**src/cps_pkg.sv**
```systemverilog
// Shared widths, vector typedefs, slot indices and the arbiter state enum
package cps_pkg;

    // SDRAM word address, enough for a 4M word bank
    localparam int SDRAM_AW = 22;

    // Bank data width
    localparam int ROM_DW = 16;

    // Raster counters cover up to 512 positions
    localparam int RASTER_W = 9;

    // ROM clients that share the read bank
    localparam int SLOT_N = 3;

    // Bit positions in a slot vector
    localparam int SLOT_MAIN = 0;
    localparam int SLOT_GFX = 1;
    localparam int SLOT_SND = 2;

    typedef logic [SDRAM_AW-1:0] sdram_addr_t;
    typedef logic [ROM_DW-1:0]   rom_word_t;
    typedef logic [RASTER_W-1:0] raster_pos_t;
    typedef logic [SLOT_N-1:0]   slot_vec_t;

    // Bank read sequence
    typedef enum logic [1:0] {
        ARB_IDLE,
        ARB_WAIT_ACK,
        ARB_WAIT_DATA
    } arb_state_t;

endpackage

```
**src/video_timing.sv**
```systemverilog
// Raster timing block with pixel clock enables, dump counters, blanking and sync
module video_timing #(
    parameter int H_VISIBLE = 384,
    parameter int H_TOTAL = 512,
    parameter int V_VISIBLE = 224,
    parameter int V_TOTAL = 262
) (
    input  logic                clk,
    input  logic                rst_n,
    output logic                pxl2_cen,
    output logic                pxl_cen,
    output cps_pkg::raster_pos_t hdump,
    output cps_pkg::raster_pos_t vdump,
    output logic                hb,
    output logic                vb,
    output logic                hs,
    output logic                vs
);

    // Decode points in counter width
    localparam cps_pkg::raster_pos_t H_LAST = cps_pkg::raster_pos_t'(H_TOTAL - 1);
    localparam cps_pkg::raster_pos_t V_LAST = cps_pkg::raster_pos_t'(V_TOTAL - 1);
    localparam cps_pkg::raster_pos_t H_VIS = cps_pkg::raster_pos_t'(H_VISIBLE);
    localparam cps_pkg::raster_pos_t V_VIS = cps_pkg::raster_pos_t'(V_VISIBLE);

    // Sync pulses sit a little into the blanking
    localparam cps_pkg::raster_pos_t HS_START = cps_pkg::raster_pos_t'(H_VISIBLE + 2);
    localparam cps_pkg::raster_pos_t HS_END = cps_pkg::raster_pos_t'(H_VISIBLE + 6);
    localparam cps_pkg::raster_pos_t VS_START = cps_pkg::raster_pos_t'(V_VISIBLE + 1);
    localparam cps_pkg::raster_pos_t VS_END = cps_pkg::raster_pos_t'(V_VISIBLE + 3);

    logic [1:0] div;

    // Divide by 4, pxl2_cen on odd counts and pxl_cen on the last one
    always_ff @(posedge clk) begin
        if (!rst_n) begin
            div      <= 2'd0;
            pxl2_cen <= 1'b0;
            pxl_cen  <= 1'b0;
        end else begin
            div      <= div + 2'd1;
            pxl2_cen <= div[0];
            pxl_cen  <= (div == 2'd3);
        end
    end

    // Dump counters move one pixel per pxl_cen
    always_ff @(posedge clk) begin
        if (!rst_n) begin
            hdump <= '0;
            vdump <= '0;
        end else if (pxl_cen) begin
            if (hdump == H_LAST) begin
                hdump <= '0;
                if (vdump == V_LAST) begin
                    vdump <= '0;
                end else begin
                    vdump <= vdump + 1'b1;
                end
            end else begin
                hdump <= hdump + 1'b1;
            end
        end
    end

    // Blanking from the visible area limits
    assign hb = (hdump >= H_VIS);
    assign vb = (vdump >= V_VIS);

    // Four pixel hsync and two line vsync
    assign hs = (hdump >= HS_START) && (hdump < HS_END);
    assign vs = (vdump >= VS_START) && (vdump < VS_END);

endmodule

```
**src/rom_slot.sv**
```systemverilog
// One-word ROM request slot with hit detection and a single pending request
module rom_slot (
    input  logic                 clk,
    input  logic                 rst_n,
    // Client side
    input  logic                 cs,
    input  cps_pkg::sdram_addr_t addr,
    output cps_pkg::rom_word_t   data,
    output logic                 ok,
    // Arbiter side
    output logic                 req,
    output cps_pkg::sdram_addr_t req_addr,
    input  logic                 done,
    input  cps_pkg::rom_word_t   rd_data
);

    // Cached pair from the last completed read
    cps_pkg::sdram_addr_t cached_addr;
    cps_pkg::rom_word_t   cached_data;
    logic                 valid;

    logic hit;
    logic miss;

    assign hit = valid && (addr == cached_addr);

    // Only one request in flight per slot
    assign miss = cs && !hit && !req;

    // Word payload, loaded only when a read completes
    always_ff @(posedge clk) begin
        if (done) begin
            cached_addr <= req_addr;
            cached_data <= rd_data;
        end
    end

    // Request address is captured on the miss and held until done
    always_ff @(posedge clk) begin
        if (miss) begin
            req_addr <= addr;
        end
    end

    always_ff @(posedge clk) begin
        if (!rst_n) begin
            valid <= 1'b0;
            req   <= 1'b0;
        end else begin
            if (done) begin
                valid <= 1'b1;
                req   <= 1'b0;
            end else if (miss) begin
                req <= 1'b1;
            end
        end
    end

    // A changed address drops ok right away
    assign ok   = cs && hit;
    assign data = cached_data;

endmodule

```
**src/sdram_arbiter.sv**
```systemverilog
// Fixed-priority arbiter for the slot requests and the SDRAM bank read handshake
module sdram_arbiter (
    input  logic                 clk,
    input  logic                 rst_n,
    input  logic                 vb,
    // Slot requests
    input  cps_pkg::slot_vec_t   req,
    input  cps_pkg::sdram_addr_t main_addr,
    input  cps_pkg::sdram_addr_t gfx_addr,
    input  cps_pkg::sdram_addr_t snd_addr,
    output cps_pkg::rom_word_t   rd_data,
    output cps_pkg::slot_vec_t   done,
    // Bank
    output logic                 ba_rd,
    output cps_pkg::sdram_addr_t ba_addr,
    input  logic                 ba_ack,
    input  logic                 ba_dok,
    input  cps_pkg::rom_word_t   data_read
);

    cps_pkg::arb_state_t  state;
    cps_pkg::slot_vec_t   grant;
    cps_pkg::slot_vec_t   pending;
    cps_pkg::slot_vec_t   winner;
    cps_pkg::sdram_addr_t win_addr;

    // Graphics first during active video, CPU and sound first in vblank
    function automatic cps_pkg::slot_vec_t pick(
        input cps_pkg::slot_vec_t pend,
        input logic               blank
    );
        cps_pkg::slot_vec_t win;
        win = '0;
        if (blank) begin
            if (pend[cps_pkg::SLOT_MAIN]) begin
                win[cps_pkg::SLOT_MAIN] = 1'b1;
            end else if (pend[cps_pkg::SLOT_SND]) begin
                win[cps_pkg::SLOT_SND] = 1'b1;
            end else if (pend[cps_pkg::SLOT_GFX]) begin
                win[cps_pkg::SLOT_GFX] = 1'b1;
            end
        end else begin
            if (pend[cps_pkg::SLOT_GFX]) begin
                win[cps_pkg::SLOT_GFX] = 1'b1;
            end else if (pend[cps_pkg::SLOT_MAIN]) begin
                win[cps_pkg::SLOT_MAIN] = 1'b1;
            end else if (pend[cps_pkg::SLOT_SND]) begin
                win[cps_pkg::SLOT_SND] = 1'b1;
            end
        end
        return win;
    endfunction

    // The slot being served this cycle still shows req, so mask it
    assign pending = req & ~done;
    assign winner  = pick(pending, vb);

    always_comb begin
        if (winner[cps_pkg::SLOT_GFX]) begin
            win_addr = gfx_addr;
        end else if (winner[cps_pkg::SLOT_MAIN]) begin
            win_addr = main_addr;
        end else begin
            win_addr = snd_addr;
        end
    end

    // Address and data words
    always_ff @(posedge clk) begin
        if (state == cps_pkg::ARB_IDLE && pending != '0) begin
            ba_addr <= win_addr;
        end
        if (state == cps_pkg::ARB_WAIT_DATA && ba_dok) begin
            rd_data <= data_read;
        end
    end

    always_ff @(posedge clk) begin
        if (!rst_n) begin
            state <= cps_pkg::ARB_IDLE;
            grant <= '0;
            ba_rd <= 1'b0;
            done  <= '0;
        end else begin
            done <= '0;
            case (state)
                cps_pkg::ARB_IDLE: begin
                    if (pending != '0) begin
                        grant <= winner;
                        ba_rd <= 1'b1;
                        state <= cps_pkg::ARB_WAIT_ACK;
                    end
                end
                cps_pkg::ARB_WAIT_ACK: begin
                    if (ba_ack) begin
                        ba_rd <= 1'b0;
                        state <= cps_pkg::ARB_WAIT_DATA;
                    end
                end
                cps_pkg::ARB_WAIT_DATA: begin
                    // Data goes back one cycle after dok
                    if (ba_dok) begin
                        done  <= grant;
                        state <= cps_pkg::ARB_IDLE;
                    end
                end
                default: begin
                    state <= cps_pkg::ARB_IDLE;
                    ba_rd <= 1'b0;
                end
            endcase
        end
    end

endmodule

```
**src/cps_game.sv**
```systemverilog
// Game top level joining raster timing, three ROM slots and the SDRAM arbiter
module cps_game #(
    parameter int H_VISIBLE = 384,
    parameter int H_TOTAL = 512,
    parameter int V_VISIBLE = 224,
    parameter int V_TOTAL = 262
) (
    input  logic                 clk,
    input  logic                 rst_n,
    // Main CPU program ROM
    input  logic                 main_rom_cs,
    input  cps_pkg::sdram_addr_t main_rom_addr,
    output cps_pkg::rom_word_t   main_rom_data,
    output logic                 main_rom_ok,
    // Graphics ROM
    input  logic                 gfx_rom_cs,
    input  cps_pkg::sdram_addr_t gfx_rom_addr,
    output cps_pkg::rom_word_t   gfx_rom_data,
    output logic                 gfx_rom_ok,
    // Sound sample ROM
    input  logic                 snd_rom_cs,
    input  cps_pkg::sdram_addr_t snd_rom_addr,
    output cps_pkg::rom_word_t   snd_rom_data,
    output logic                 snd_rom_ok,
    // SDRAM read bank
    output logic                 ba_rd,
    output cps_pkg::sdram_addr_t ba_addr,
    input  logic                 ba_ack,
    input  logic                 ba_dok,
    input  cps_pkg::rom_word_t   data_read,
    // Raster
    output logic                 pxl2_cen,
    output logic                 pxl_cen,
    output cps_pkg::raster_pos_t hdump,
    output cps_pkg::raster_pos_t vdump,
    output logic                 hb,
    output logic                 vb,
    output logic                 hs,
    output logic                 vs
);

    cps_pkg::slot_vec_t   slot_req;
    cps_pkg::slot_vec_t   slot_done;
    cps_pkg::rom_word_t   rd_data;
    cps_pkg::sdram_addr_t main_req_addr;
    cps_pkg::sdram_addr_t gfx_req_addr;
    cps_pkg::sdram_addr_t snd_req_addr;

    video_timing #(
        .H_VISIBLE (H_VISIBLE),
        .H_TOTAL   (H_TOTAL),
        .V_VISIBLE (V_VISIBLE),
        .V_TOTAL   (V_TOTAL)
    ) u_timing (
        .clk      (clk),
        .rst_n    (rst_n),
        .pxl2_cen (pxl2_cen),
        .pxl_cen  (pxl_cen),
        .hdump    (hdump),
        .vdump    (vdump),
        .hb       (hb),
        .vb       (vb),
        .hs       (hs),
        .vs       (vs)
    );

    rom_slot u_main_slot (
        .clk      (clk),
        .rst_n    (rst_n),
        .cs       (main_rom_cs),
        .addr     (main_rom_addr),
        .data     (main_rom_data),
        .ok       (main_rom_ok),
        .req      (slot_req[cps_pkg::SLOT_MAIN]),
        .req_addr (main_req_addr),
        .done     (slot_done[cps_pkg::SLOT_MAIN]),
        .rd_data  (rd_data)
    );

    rom_slot u_gfx_slot (
        .clk      (clk),
        .rst_n    (rst_n),
        .cs       (gfx_rom_cs),
        .addr     (gfx_rom_addr),
        .data     (gfx_rom_data),
        .ok       (gfx_rom_ok),
        .req      (slot_req[cps_pkg::SLOT_GFX]),
        .req_addr (gfx_req_addr),
        .done     (slot_done[cps_pkg::SLOT_GFX]),
        .rd_data  (rd_data)
    );

    rom_slot u_snd_slot (
        .clk      (clk),
        .rst_n    (rst_n),
        .cs       (snd_rom_cs),
        .addr     (snd_rom_addr),
        .data     (snd_rom_data),
        .ok       (snd_rom_ok),
        .req      (slot_req[cps_pkg::SLOT_SND]),
        .req_addr (snd_req_addr),
        .done     (slot_done[cps_pkg::SLOT_SND]),
        .rd_data  (rd_data)
    );

    // Vertical blank reorders the bank priority
    sdram_arbiter u_arbiter (
        .clk       (clk),
        .rst_n     (rst_n),
        .vb        (vb),
        .req       (slot_req),
        .main_addr (main_req_addr),
        .gfx_addr  (gfx_req_addr),
        .snd_addr  (snd_req_addr),
        .rd_data   (rd_data),
        .done      (slot_done),
        .ba_rd     (ba_rd),
        .ba_addr   (ba_addr),
        .ba_ack    (ba_ack),
        .ba_dok    (ba_dok),
        .data_read (data_read)
    );

endmodule

```
**config.mk**
```make
export PLATFORM = sky130hd
export DESIGN_NAME = cps_game
export DESIGN_NICKNAME = d
export VERILOG_FILES = /design/src/cps_pkg.sv /design/src/video_timing.sv /design/src/rom_slot.sv /design/src/sdram_arbiter.sv /design/src/cps_game.sv
export SDC_FILE = /design/constraint.sdc
export NUM_CORES = 1
export LEC_CHECK = 0
export BUFFER_PORTS_ARGS = -buffer_cell sky130_fd_sc_hd__buf_2
export CELL_PAD_IN_SITES_DETAIL_PLACEMENT = 1
export CELL_PAD_IN_SITES_GLOBAL_PLACEMENT = 1
export CORE_MARGIN = 4
export CORE_UTILIZATION = 30
export DETAILED_ROUTE_END_ITERATION = 8
export GPL_TIMING_DRIVEN = 0
export MAX_ROUTING_LAYER = met4
export PLACE_DENSITY_LB_ADDON = 0.1
export SYNTH_ARGS = -nofsm -noshare
export SYNTH_HDL_FRONTEND = slang
export SYNTH_SLANG_ARGS = --single-unit
```
**constraint.sdc**
```tcl
create_clock -name clk -period 2.6 [get_ports clk]
set_clock_uncertainty 0.05 [all_clocks]
set_input_delay 0.13 -clock clk [delete_from_list [all_inputs] [get_ports clk]]
set_output_delay 0.13 -clock clk [all_outputs]
set_load 0.05 [all_outputs]
```
### Yosys cells after proc, flatten, opt, wreduce, memory -nomap -nowiden

Cells that the tools add are included.

* add/sub/neg operators: 3
* order comparisons: 6
* equal/unequal tests: 11
* multiplexer cells: 20
* bitwise logic cells: 4
* reduce and logical (&&, ||, !) cells: 32

Operators by type and width (number)
* 22-bit == test: 3
* 22-bit two-way mux: 2
* 9-bit by 1-bit adder with 9-bit output (second input constant): 2
* 9-bit == test (second input constant): 2
* 9-bit by 8-bit greater-or-equal comparator with 1-bit output (second input constant): 2
* 9-bit greater-or-equal comparator (second input constant): 2
* 9-bit two-way mux: 2
* 1-bit logical AND: 16
* 9-bit by 8-bit < comparator with 1-bit output (second input constant): 1
* 9-bit < comparator (second input constant): 1
* 1-bit two-way mux: 9
* 3-bit AND reduction: 3
* 2-bit two-way mux: 4
* 1-bit logical NOT: 6
* 2-bit != test (second input constant): 3
* 2-bit one-hot mux with 3 select lines: 1
* 2-bit OR reduction: 3
* 2-bit == test (second input constant): 2
* 2-bit AND reduction: 2
* 3-bit AND: 1
* 3-bit two-way mux: 1
* 3-bit NOT: 1
* 1-bit one-hot mux with 3 select lines: 1
* 3-bit nonzero test: 1
* 4 further kinds: 5

* bits in registers: 255
* input port bits: 89
* output and inout port bits: 98
* logic and storage cells: 102

### Longest topological paths before layout

* depth after elaboration: 8
* mapped depth: 10

### By module

Synthesis repeated with hierarchy kept, for this count alone.

* cells, all modules: 595
* area, all modules: 9649.3 sq um

Modules (own cells, without submodules)
* rom_slot: times used 3, cells an instance 99, area each 2129.5 sq um, seq. area each 1841.8 sq um
* sdram_arbiter: times used 1, cells an instance 179, area each 2170.8 sq um, seq. area each 1321.3 sq um
* video_timing: times used 1, cells an instance 119, area each 1089.8 sq um, seq. area each 440.4 sq um

### Least setup slack after synthesis

No wires, ideal clock.

* kind: flip-flop to flip-flop
* start: register u_gfx_slot.cached_addr[4]
* end: register u_gfx_slot.req_addr[0], enable pin
* library setup time: 0.433 ns
* data arrival time: 2.409 ns
* path slack: -0.292 ns
* cell stages (with the launch flop): 6
* period minus slack after synthesis: 2.892 ns
* path through: edfxtp_1 -> xor2_1 -> nor4_1 -> nand4_1 -> nor3_1 -> nor3b_1

* cells in the longest elaborated chain, start to end: 5

Ends and longest elaborated chain
* from (decl): line rom_slot.sv:18 `cps_pkg::sdram_addr_t cached_addr;`
* from (signal assigned): line rom_slot.sv:33 `cached_addr <= req_addr;`
* 22-bit == test: line rom_slot.sv:25 `assign hit = valid && (addr == cached_addr);`
* 1-bit logical AND: line rom_slot.sv:25
* 1-bit logical NOT: line rom_slot.sv:28 `assign miss = cs && !hit && !req;`
* 1-bit logical AND (2 in series): line rom_slot.sv:28
* via u_gfx_slot.miss: line rom_slot.sv:23 `logic miss;`
* to (signal assigned): line rom_slot.sv:41 `req_addr <= addr;`
* to (decl): line rom_slot.sv:12 `output cps_pkg::sdram_addr_t req_addr,`

The timed path passes the listed nets, and every way through them passes these cells.
A chain may end at the register's enable or synchronous reset.

### Worst setup path in the final report

* start: register u_gfx_slot.cached_addr[18]
* end: output port gfx_rom_ok

* cells in the longest elaborated chain, start to end: 3

Ends and longest elaborated chain
* 22-bit == test: line rom_slot.sv:25
* 1-bit logical AND: line rom_slot.sv:25
* 1-bit logical AND: line rom_slot.sv:60 `assign ok = cs && hit;`
* to (decl): line cps_game.sv:19 `output logic gfx_rom_ok,`

Every way passes these cells.

==> results by stage <==
Setup path:
- Walking the worst path, the cells encountered are xor2_1 -> nor4_2 -> nand4_1 -> nor3_2 -> and2_1 -> buf_6.
- The critical path launch point type is a flop.
- The cell with the largest stage delay on the worst path is edfxtp_1.
- The worst-path maximum fanout is 2.
- The arrival time reported for the critical path endpoint is 2330 ps.
- The endpoint type of the worst setup path is a primary output.
- The worst-case reg-to-reg path depth is 8.
- The reg-to-reg setup timing slack is 200 ps.
- The required time of the critical path is 2420 ps.
- The critical path buffer and inverter count is 1.
- Grouping stages by cell kind, the critical path spends the most delay in simple AND/OR/NAND/NOR gates.
- The worst register-to-register path ends at u_gfx_slot.req_addr[17]$_DFFE_PP_.
- In this design, the stage delay of the slowest critical-path cell is 380 ps.
- The launching element of the worst setup path is u_gfx_slot.cached_addr[18]$_DFFE_PP_.
- The path type of the worst setup path is flop to primary output.
- The critical path runs through a total of 6 cells.
- The worst flop-to-flop path startpoint is u_gfx_slot.cached_addr[7]$_DFFE_PP_.

Synthesis:
- Sorting the synthesized cells by how often they occur yields 218 x edfxtp_1, 70 x xor2_1, 40 x nand2_1.
- The count of unique library cells instantiated by Yosys is 42.
- The most used standard cell by instance count after synthesis is edfxtp_1.
- The count of synthesis-stage warnings from yosys is 0.
- The mapped netlist covers 0.00946 mm^2.
- The sequential cell area fraction in the yosys report is 77.0%.
- When the netlist entered floorplanning its net count stood at 659.
- Yosys attributes the largest share of cell area to edfxtp_1 69%, dfxtp_1 7.8%, xor2_1 6.5%.
- Synthesis produced a netlist whose cell count is 564.
- The number of flip-flops and latches in the synthesized netlist is 255.
- The top cell type by area accounts for 69.2% of the synthesized area.
- The async set-reset flop share out of synthesis is 0%.
- The largest area contributor in the synthesized netlist is edfxtp_1.
- The primary flip-flop cell chosen by synthesis mapping is edfxtp_1.
- Yosys mapped a number of flops with a built-in enable equal to 218.
- Averaged over all synthesized cells, the footprint is 16.8 um^2.

Routing:
- The number of nets with antenna violations after routing is 0.
- The per-cell routed wire length is 20.1 um.
- The number of remaining DRC errors is 0.
- The iteration-0 DRC count of the detailed router is 224.
- Before antenna repair, the detailed router went through 4 iterations.
- The routed layout has 5855 vias.
- The total routed wirelength is 26200 um.
- The post-detailed-route via-to-cell ratio is 4.48.

Final layout:
- Compared with the post-synthesis result, the final layout area differs by 37.7%.
- The fraction of final layout cells with drive strength greater than 1 is 30.5%.
- At the end of the flow, the number of nets in the layout was 983.

Clock network:
- TritonCTS created 29 clock buffers.
- The longest clock path from root to sink contains 3 buffers.
- After clock tree synthesis, the clock-pin slew on the worst setup and hold paths is 60 ps.
- The root buffer cell chosen for the clock tree is clkbuf_16.
- The worst-skew pair later-pin latency is 540 ps.
- The clock tree from TritonCTS is yes.
- The depth of the CTS H-tree is 1.
- Counting every sink on the clock net gives 255.

Status:
- The flow ran to the end, and the final reports show no timing, DRC or antenna violations.

Power and ir drop:
- The highest ir drop seen on vdd is 0.523 mV.
- The part of the total power dissipated in sequential elements is 50.1%.
- The net switching fraction of the power is 22.9%.
- For this design the static power due to leakage is 4.86 nW.
- In this run, the clock network consumes 41.7% of the power.
- The internal power is 0.00720 W.
- Total power for the finished layout comes to 0.00934 W.
- Dividing total power by cell area gives a power density of 717 mW/mm^2.
- The net load switching power is 0.00214 W.
- Combinational cells account for 8.3% of the total power.

Die:
- 187 I/O pins were placed.
- The horizontal die dimension is 186 um.
- The number of rows created at floorplan is 64.
- The core region is 0.0308 mm^2.
- The y dimension of the die is 186 um.
- The initial utilization of the core area, before any placement, comes to 30.7%.
- The die footprint is 0.0345 mm^2.

Placement:
- The congestion estimate from routability-driven global placement came to 0.841.
- Input and output buffers added on the ports amount to 186.
- Timing analysis after detailed placement gives a worst setup slack of -45.0 ps.
- After legalization and detailed placement, the total HPWL measured 18100 um.

Worst hold path:
- The worst hold path begins at data_read[9].
- The hold path depth is 2.
- The path class of the tightest hold or removal check is primary input to flop.
- For hold timing, the worst endpoint is u_arbiter.rd_data[9]$_DFFE_PP_.

Global routing:
- The maximum number of pins on one net before global-route repair is 26.
- The wire length of the first global-routing pass is 39400 um.
- Global routing consumed, over all layers together, 15.4% of the routing resources.
- The residual overflow from global routing is 0.
- The via count of the first global-routing pass was 6682.
- The number of antenna violations at the first check in global routing is 1.

Job:
- The number of max-cap violations is 0.

STA:
- Setup repair after global routing could not meet its margin everywhere.
- The worst pin sits at a relative slew slack of 49.9%.
- The number of slew-limit violations in the final report was 0.
- The number of failing hold endpoints at the final stage is 0.
- The minimum clock period after layout is 2510 ps.
- For the pin with the worst max-slew slack, the measured transition is 749 ps.
- The slack of the critical path is 88.2 ps.
- Setup violations remaining at the end of the flow were counted as 0.
- Static timing analysis puts the maximum clock frequency at 398 MHz.
- In the finished design, the share of the clock period the worst path needs comes to 96.6%.
logic make-up after synthesis:
| group | synth area share (%) |
|---|---|
| flops | 77.0 |
| simple gates | 8.66 |
| xor+xnor | 7.40 |
| compound gates | 2.43 |
| mux | 2.87 |
| buf+inv | 0.846 |
| fa+ha+maj | 0.793 |
sequential cells by signal, summed over array words and instances, names as in the netlist, 2 cells and up:
register and count:
u_gfx_slot.data 16, u_arbiter.done 3, u_arbiter.state 2, u_timing.vdump 9
u_snd_slot.cached_addr 22, u_arbiter.grant 3, u_gfx_slot.cached_addr 22, u_main_slot.cached_addr 22
u_main_slot.data 16, u_main_slot.req_addr 22, u_arbiter.rd_data 16, u_snd_slot.data 16
u_timing.div 2, u_snd_slot.req_addr 22, u_timing.hdump 9, u_arbiter.ba_addr 22
u_gfx_slot.req_addr 22
worst max-delay path by stage:
| stage | end | slack, ps |
|---|---|---|
| after detailed placement | u_arbiter.grant[1]$_SDFFE_PN0P_ | -40 |
| final | gfx_rom_ok | 90 |
| after floorplan | u_arbiter.ba_addr[1]$_DFFE_PP_ | 200 |
| after global placement | u_arbiter.ba_addr[4]$_DFFE_PP_ | -880 |
| after CTS | snd_rom_ok | 4 |
| after global routing | gfx_rom_ok | -100 |
through the flow:
step | instance area (um^2) | utilization (%) | hold slack (ps) | instances | setup TNS, ps
after floorplan | 9480 | - | 179 | 564 | 0
after global placement | 10900 | 35.4 | 259 | 1146 | -56200
after detailed placement | 11100 | 35.9 | 259 | 1153 | -105
after CTS | 13000 | 42.2 | 219 | 1305 | 0
after global routing | 13000 | 42.3 | 241 | 1307 | -95.0
final | 13000 | 42.3 | 255 | 1307 | 0
placed cells by master, fill, tap and decap left out, drive strengths merged, types with 4 or more instances in the layout:
master,count
dlygate4sd3,91
and3,7
clkbuf,47
nand2,40
nor3,10
dfxtp,37
ha,6
nor2b,7
nand3,4
nor4b,4
edfxtp,218
nor3b,4
nor2,32
o21ai,24
nor4,15
mux2i,26
xor2,70
buf,207
and2,7
nand4,10
nand2b,4
o21a,4
a21boi,4
xnor2,10
clkinv,8
power by group through the flow:
| stage | Clock (W) | Combinational, W | Sequential, W |
|---|---|---|---|
| after CTS | 0.00402 | 0.000787 | 0.00468 |
| after global placement | 0 | 0.000631 | 0.00475 |
| final | 0.00389 | 0.000772 | 0.00467 |
| after detailed placement | 0 | 0.000663 | 0.00476 |
| after floorplan | 0 | 0.000211 | 0.00491 |
| after global routing | 0.00421 | 0.000831 | 0.00468 |
area by class of cell:
type | instances | area [um^2]
fill | 3139 | 17800
sequential | 255 | 7290
multi-input combinational | 299 | 2200
timing repair buffer | 292 | 2050
clock buffer | 44 | 842
tap | 396 | 495
buffer | 9 | 72.6
clock inverter | 9 | 67.6
inverter | 2 | 7.51
antenna | 1 | 2.50
timing repair:
action,CTS,global route
pin swaps,6,8
hold endpoints to repair,98,0
buffers inserted,7,1
resized for setup,10,6
hold buffers,91,0
cloned,1,0
setup endpoints to repair,28,10
layer usage:
metal / vias up / global-route usage (%) / part of all wire (%)
met3: 34 / 2.60 / 3.8
met1: 2945 / 18.8 / 43
met2: 124 / 27.2 / 51
met5: - / - / 0
met4: 0 / 2.89 / 1.8
li1: 2752 / - / -
Note: power is estimated with default switching activity, not from simulation.
